<file path="src/common/mul_pkg.sv">
package mul_pkg;

    // operand and product widths
    localparam int unsigned operand_width = 8;
    localparam int unsigned product_width = 2 * operand_width;

    // two rows, the odd one shifted up by one
    localparam int unsigned pair_sum_width = operand_width + 2;

    // four rows, two pair sums with the upper one shifted by two
    localparam int unsigned quad_sum_width = operand_width + 4;

    typedef logic [operand_width-1:0] operand_t;

    typedef logic [product_width-1:0] product_t;

    typedef logic [pair_sum_width-1:0] pair_sum_t;

    typedef logic [quad_sum_width-1:0] quad_sum_t;

endpackage

</file>
<file path="src/hw/kogge_stone/kogge_stone_adder.sv">
`timescale 1ns/1ps

module kogge_stone_adder #(
    parameter int width = 8
) (
    input  logic [width-1:0] in1,
    input  logic [width-1:0] in2,
    output logic [width-1:0] sum,
    output logic             cout
);

    // number of prefix levels, zero for a 1-bit adder
    localparam int levels = (width > 1) ? $clog2(width) : 0;

    // group generate / propagate after each level, index 0 is bitwise
    logic [width-1:0] g_lvl [0:levels];
    logic [width-1:0] p_lvl [0:levels];

    // carry into each bit position
    logic [width-1:0] carry;

    // bitwise generate and propagate
    assign g_lvl[0] = in1 & in2;
    assign p_lvl[0] = in1 ^ in2;

    genvar lvl;
    genvar i;

    generate
        for (lvl = 0; lvl < levels; lvl++) begin : g_level
            localparam int span = 1 << lvl;

            for (i = 0; i < width; i++) begin : g_bit
                if (i < span) begin : g_pass
                    // group already reaches bit 0
                    assign g_lvl[lvl+1][i] = g_lvl[lvl][i];
                    assign p_lvl[lvl+1][i] = p_lvl[lvl][i];
                end else if (i < 2 * span) begin : g_gray
                    // lower group ends at bit 0, only generate matters
                    assign g_lvl[lvl+1][i] = g_lvl[lvl][i] |
                                             (p_lvl[lvl][i] & g_lvl[lvl][i-span]);
                    assign p_lvl[lvl+1][i] = 1'b0; // never read past this level
                end else begin : g_black
                    assign g_lvl[lvl+1][i] = g_lvl[lvl][i] |
                                             (p_lvl[lvl][i] & g_lvl[lvl][i-span]);
                    assign p_lvl[lvl+1][i] = p_lvl[lvl][i] & p_lvl[lvl][i-span];
                end
            end
        end
    endgenerate

    // carry-in is zero, so bit 0 sees no carry
    assign carry[0] = 1'b0;

    generate
        for (i = 1; i < width; i++) begin : g_carry
            assign carry[i] = g_lvl[levels][i-1]; // group [i-1:0]
        end
    endgenerate

    assign sum  = p_lvl[0] ^ carry;
    assign cout = g_lvl[levels][width-1];

endmodule

</file>
<file path="src/hw/pp_pair_stage.sv">
`timescale 1ns/1ps

module pp_pair_stage (
    input  mul_pkg::operand_t  a,
    input  mul_pkg::operand_t  b,
    output mul_pkg::pair_sum_t pair_sum_0,
    output mul_pkg::pair_sum_t pair_sum_1,
    output mul_pkg::pair_sum_t pair_sum_2,
    output mul_pkg::pair_sum_t pair_sum_3
);

    // one partial-product row per bit of a
    mul_pkg::operand_t rows [0:mul_pkg::operand_width-1];

    // adder operands and results, one per row pair
    mul_pkg::operand_t add_in1 [0:mul_pkg::operand_width/2-1];
    mul_pkg::operand_t add_in2 [0:mul_pkg::operand_width/2-1];
    mul_pkg::operand_t add_sum [0:mul_pkg::operand_width/2-1];
    logic              add_cout [0:mul_pkg::operand_width/2-1];

    // assembled pair sums
    mul_pkg::pair_sum_t pair_sum [0:mul_pkg::operand_width/2-1];

    genvar k;

    generate
        for (k = 0; k < mul_pkg::operand_width; k++) begin : g_row
            assign rows[k] = a[k] ? b : '0; // b gated by bit k of a
        end
    endgenerate

    generate
        for (k = 0; k < mul_pkg::operand_width / 2; k++) begin : g_pair
            // even row drops its lsb, odd row sits one bit higher
            assign add_in1[k] = {1'b0, rows[2*k][mul_pkg::operand_width-1:1]};
            assign add_in2[k] = rows[2*k+1];

            kogge_stone_adder #(
                .width (mul_pkg::operand_width)
            ) u_adder (
                .in1  (add_in1[k]),
                .in2  (add_in2[k]),
                .sum  (add_sum[k]),
                .cout (add_cout[k])
            );

            assign pair_sum[k] = {add_cout[k], add_sum[k], rows[2*k][0]};
        end
    endgenerate

    assign pair_sum_0 = pair_sum[0];
    assign pair_sum_1 = pair_sum[1];
    assign pair_sum_2 = pair_sum[2];
    assign pair_sum_3 = pair_sum[3];

endmodule

</file>
<file path="src/hw/pp_quad_stage.sv">
`timescale 1ns/1ps

module pp_quad_stage (
    input  mul_pkg::pair_sum_t pair_sum_0,
    input  mul_pkg::pair_sum_t pair_sum_1,
    input  mul_pkg::pair_sum_t pair_sum_2,
    input  mul_pkg::pair_sum_t pair_sum_3,
    output mul_pkg::quad_sum_t quad_sum_0,
    output mul_pkg::quad_sum_t quad_sum_1
);

    // lower and higher pair sum of each quad
    mul_pkg::pair_sum_t lower [0:1];
    mul_pkg::pair_sum_t higher [0:1];

    mul_pkg::pair_sum_t add_in1 [0:1];
    mul_pkg::pair_sum_t add_sum [0:1];

    mul_pkg::quad_sum_t quad_sum [0:1];

    assign lower[0]  = pair_sum_0;
    assign higher[0] = pair_sum_1;
    assign lower[1]  = pair_sum_2;
    assign higher[1] = pair_sum_3;

    genvar q;

    generate
        for (q = 0; q < 2; q++) begin : g_quad
            // higher pair weighs four times the lower one
            assign add_in1[q] = {2'b00, lower[q][mul_pkg::pair_sum_width-1:2]};

            // carry out cannot be set for 8-bit operands
            kogge_stone_adder #(
                .width (mul_pkg::pair_sum_width)
            ) u_adder (
                .in1  (add_in1[q]),
                .in2  (higher[q]),
                .sum  (add_sum[q]),
                .cout ()
            );

            assign quad_sum[q] = {add_sum[q], lower[q][1:0]};
        end
    endgenerate

    assign quad_sum_0 = quad_sum[0];
    assign quad_sum_1 = quad_sum[1];

endmodule

</file>
<file path="src/hw/multiplier_8x8.sv">
`timescale 1ns/1ps

module multiplier_8x8 (
    input  mul_pkg::operand_t a,
    input  mul_pkg::operand_t b,
    output mul_pkg::product_t product
);

    mul_pkg::pair_sum_t pair_sum_0;
    mul_pkg::pair_sum_t pair_sum_1;
    mul_pkg::pair_sum_t pair_sum_2;
    mul_pkg::pair_sum_t pair_sum_3;

    mul_pkg::quad_sum_t quad_sum_0;
    mul_pkg::quad_sum_t quad_sum_1;

    mul_pkg::quad_sum_t final_in1;
    mul_pkg::quad_sum_t final_sum;

    pp_pair_stage u_pair (
        .a          (a),
        .b          (b),
        .pair_sum_0 (pair_sum_0),
        .pair_sum_1 (pair_sum_1),
        .pair_sum_2 (pair_sum_2),
        .pair_sum_3 (pair_sum_3)
    );

    pp_quad_stage u_quad (
        .pair_sum_0 (pair_sum_0),
        .pair_sum_1 (pair_sum_1),
        .pair_sum_2 (pair_sum_2),
        .pair_sum_3 (pair_sum_3),
        .quad_sum_0 (quad_sum_0),
        .quad_sum_1 (quad_sum_1)
    );

    // upper quad sits sixteen times higher
    assign final_in1 = {4'b0000, quad_sum_0[mul_pkg::quad_sum_width-1:4]};

    // carry out cannot be set for 8-bit operands
    kogge_stone_adder #(
        .width (mul_pkg::quad_sum_width)
    ) u_final (
        .in1  (final_in1),
        .in2  (quad_sum_1),
        .sum  (final_sum),
        .cout ()
    );

    assign product = {final_sum, quad_sum_0[3:0]};

endmodule

</file>
<file path="config.mk">
export PLATFORM = sky130hd
export DESIGN_NAME = multiplier_8x8
export DESIGN_NICKNAME = d
export VERILOG_FILES = /design/src/common/mul_pkg.sv /design/src/hw/kogge_stone/kogge_stone_adder.sv /design/src/hw/pp_pair_stage.sv /design/src/hw/pp_quad_stage.sv /design/src/hw/multiplier_8x8.sv
export SDC_FILE = /design/constraint.sdc
export NUM_CORES = 1
export LEC_CHECK = 0
export BUFFER_PORTS_ARGS = -buffer_cell sky130_fd_sc_hd__buf_2
export CORE_MARGIN = 3
export CORE_UTILIZATION = 40
export DETAILED_ROUTE_END_ITERATION = 16
export GPL_TIMING_DRIVEN = 0
export PLACE_DENSITY = 0.66
export SLEW_MARGIN = 20
export SYNTH_ARGS = -nofsm -noshare
export SYNTH_HDL_FRONTEND = slang
export SYNTH_HIERARCHICAL = 1
export SYNTH_SLANG_ARGS = --single-unit
</file>
<file path="constraint.sdc">
create_clock -name vclk -period 8.3
set_clock_uncertainty 0.2 [all_clocks]
set_input_delay 1.66 -clock vclk [all_inputs]
set_output_delay 1.66 -clock vclk [all_outputs]
set_load 0.02 [all_outputs]
</file>
==> impl_metrics.json <==
{
  "fp.dieH_um": 95.2,
  "rsz0062_at_grt": "false",
  "vias": 2823,
  "area_growth_pct": 9.99,
  "path_max_fanout": 8,
  "port_buffers": 32,
  "wl_per_cell_um": 12.0,
  "dr.pass1.iters": 4,
  "required_ns": 6.44,
  "grt_pass1_wl_um": 11400,
  "hold_path_end": "product[0]",
  "hold_viol_final": 0,
  "post-cts-setup-buffer-count": 0,
  "cap_viol_max_count": 0,
  "placed_cell_area_mm2": 0.00350,
  "drt_iter0_drc": 52,
  "crit_slowest_cell": "fa_1",
  "status": "completed",
  "via_per_inst": 5.15,
  "drtAntennaViolNets": 0,
  "io_pins": 32,
  "nFillCells": 774,
  "critPathCaptureType": "output port",
  "synth_area_per_cell_um2": 7.80,
  "grt_pass1_vias": 2657,
  "period_share_pct": 94.0,
  "critical_path_class": "input pin to output port",
  "cts_resized": 0,
  "power.leakage_nw": 1.69,
  "routed_wl_um": 6570,
  "post-route-drc-count": 0,
  "maxSlewViolCount": 0,
  "worst_slack_ns": 0.495,
  "setup_viol": 0,
  "final_area_mm2": 0.00350,
  "drive_above_1_share_pct": 15.6,
  "min_period_ns": 7.81,
  "synthCells": 408,
  "grt_max_degree": 9,
  "grt_use_total_pct": 14.7,
  "diodes": 0,
  "start_util_pct": 42.5,
  "gp_congestion": 0.861,
  "finalSetupTns_ns": 0,
  "place_ws_ns": 0.530,
  "dieArea_mm2": 0.00906,
  "core_mm2": 0.00749,
  "cpPeakStageDelay_ns": 0.43,
  "ys_warn_count": 6,
  "cts_hold_buf": 0,
  "dp_hpwl_um": 5710,
  "worstHoldStart": "a[0]",
  "cp.arrival_ns": 5.95,
  "syn_area_mm2": 0.00318,
  "min_delay_path_depth": 4,
  "seqCellArea_um2": 0,
  "crit_chain": "buf_2, and2_1, ha_1, inv_1, fa_1, nor2b_4, o21ai_2, nand2_1, xor2_1, ha_1, and3_1, a2111oi_4, nor3_1, or3_1, ha_1, buf_2, a21oi_1, o21ai_1, nor4_1, a311oi_1, nand2_1, buf_2",
  "nClkBuffers": 0,
  "whs_ns": 3.63,
  "grt_overflow": 0,
  "grt_antenna_before_repair": 0,
  "cellPowerDensity_mw_per_mm2": 214,
  "hp-class": "input pin to output port",
  "fmax_mhz": 128,
  "rows": 31,
  "start_kind": "input pin",
  "ir_worst_vdd_mv": 0.109,
  "fin_nets": 538,
  "seq_cell_count": 0,
  "die_w_um": 95.2
}
==> layout make-up <==
cell class                      count  area, um2  share of cell area, %
Multi-Input combinational cell    380       3060                   87.5
Timing Repair Buffer               32        160                   4.58
Tap cell                           99        124                   3.54
Inverter                           32        120                   3.43
Buffer                              5       35.0                   1.00
==> routing by layer <==
layer  wire length, um  global-route usage (%)  share of wire, %  vias up
met5                 0                       0                 0        -
met4                16                   0.481              0.24        0
met3               178                   0.395               2.7        2
met2              2920                    25.5                44       30
met1              3460                    21.4                53     1279
li1                  -                       -                 -     1512
==> how the worst max path moves through the flow <==
stage	from	end	cells past startpoint
floorplan	a[0]	product[14]	19
global placement	b[0]	product[15]	22
detailed placement	b[0]	product[14]	22
CTS	b[0]	product[15]	22
global route	b[1]	product[14]	22
finish	b[1]	product[15]	22
==> cells in the final DEF (no fill, tap or decap), drive strengths merged, types with 8 or more instances in the layout <==
| master | n |
|---|---|
| xor2 | 12 |
| o21a | 8 |
| ha | 64 |
| xnor2 | 33 |
| a211oi | 9 |
| o21ai | 14 |
| nor2 | 16 |
| or3 | 10 |
| nor2b | 10 |
| nand2 | 19 |
| a21oi | 33 |
| buf | 37 |
| a21o | 8 |
| conb | 12 |
| inv | 32 |
| and2 | 66 |
==> per-stage QoR <==
stage          power, mW  std cells  util (%)
2_1_floorplan      0.582        417         -
3_3_place_gp       0.739        548      46.7
3_5_place_dp       0.749        548      46.7
4_1_cts            0.752        548      46.7
5_1_grt            0.835        548      46.7
6_report           0.750        548      46.7
==> critical path, delay by kind of cell <==
kind / cells / cell delay (ns)
simple gates: 8 / 1.23
fa+ha+maj: 4 / 1.19
compound gates: 5 / 1.11
buf+inv: 4 / 0.54
xor+xnor: 1 / 0.22
==> power by group <==
group	leakage (nW)	total, mW	internal [mW]	switching, mW
clock network	0	0	0	0
logic	1.69	0.750	0.313	0.437
registers	0	0	0	0
Power figures use the tool's default switching activity.
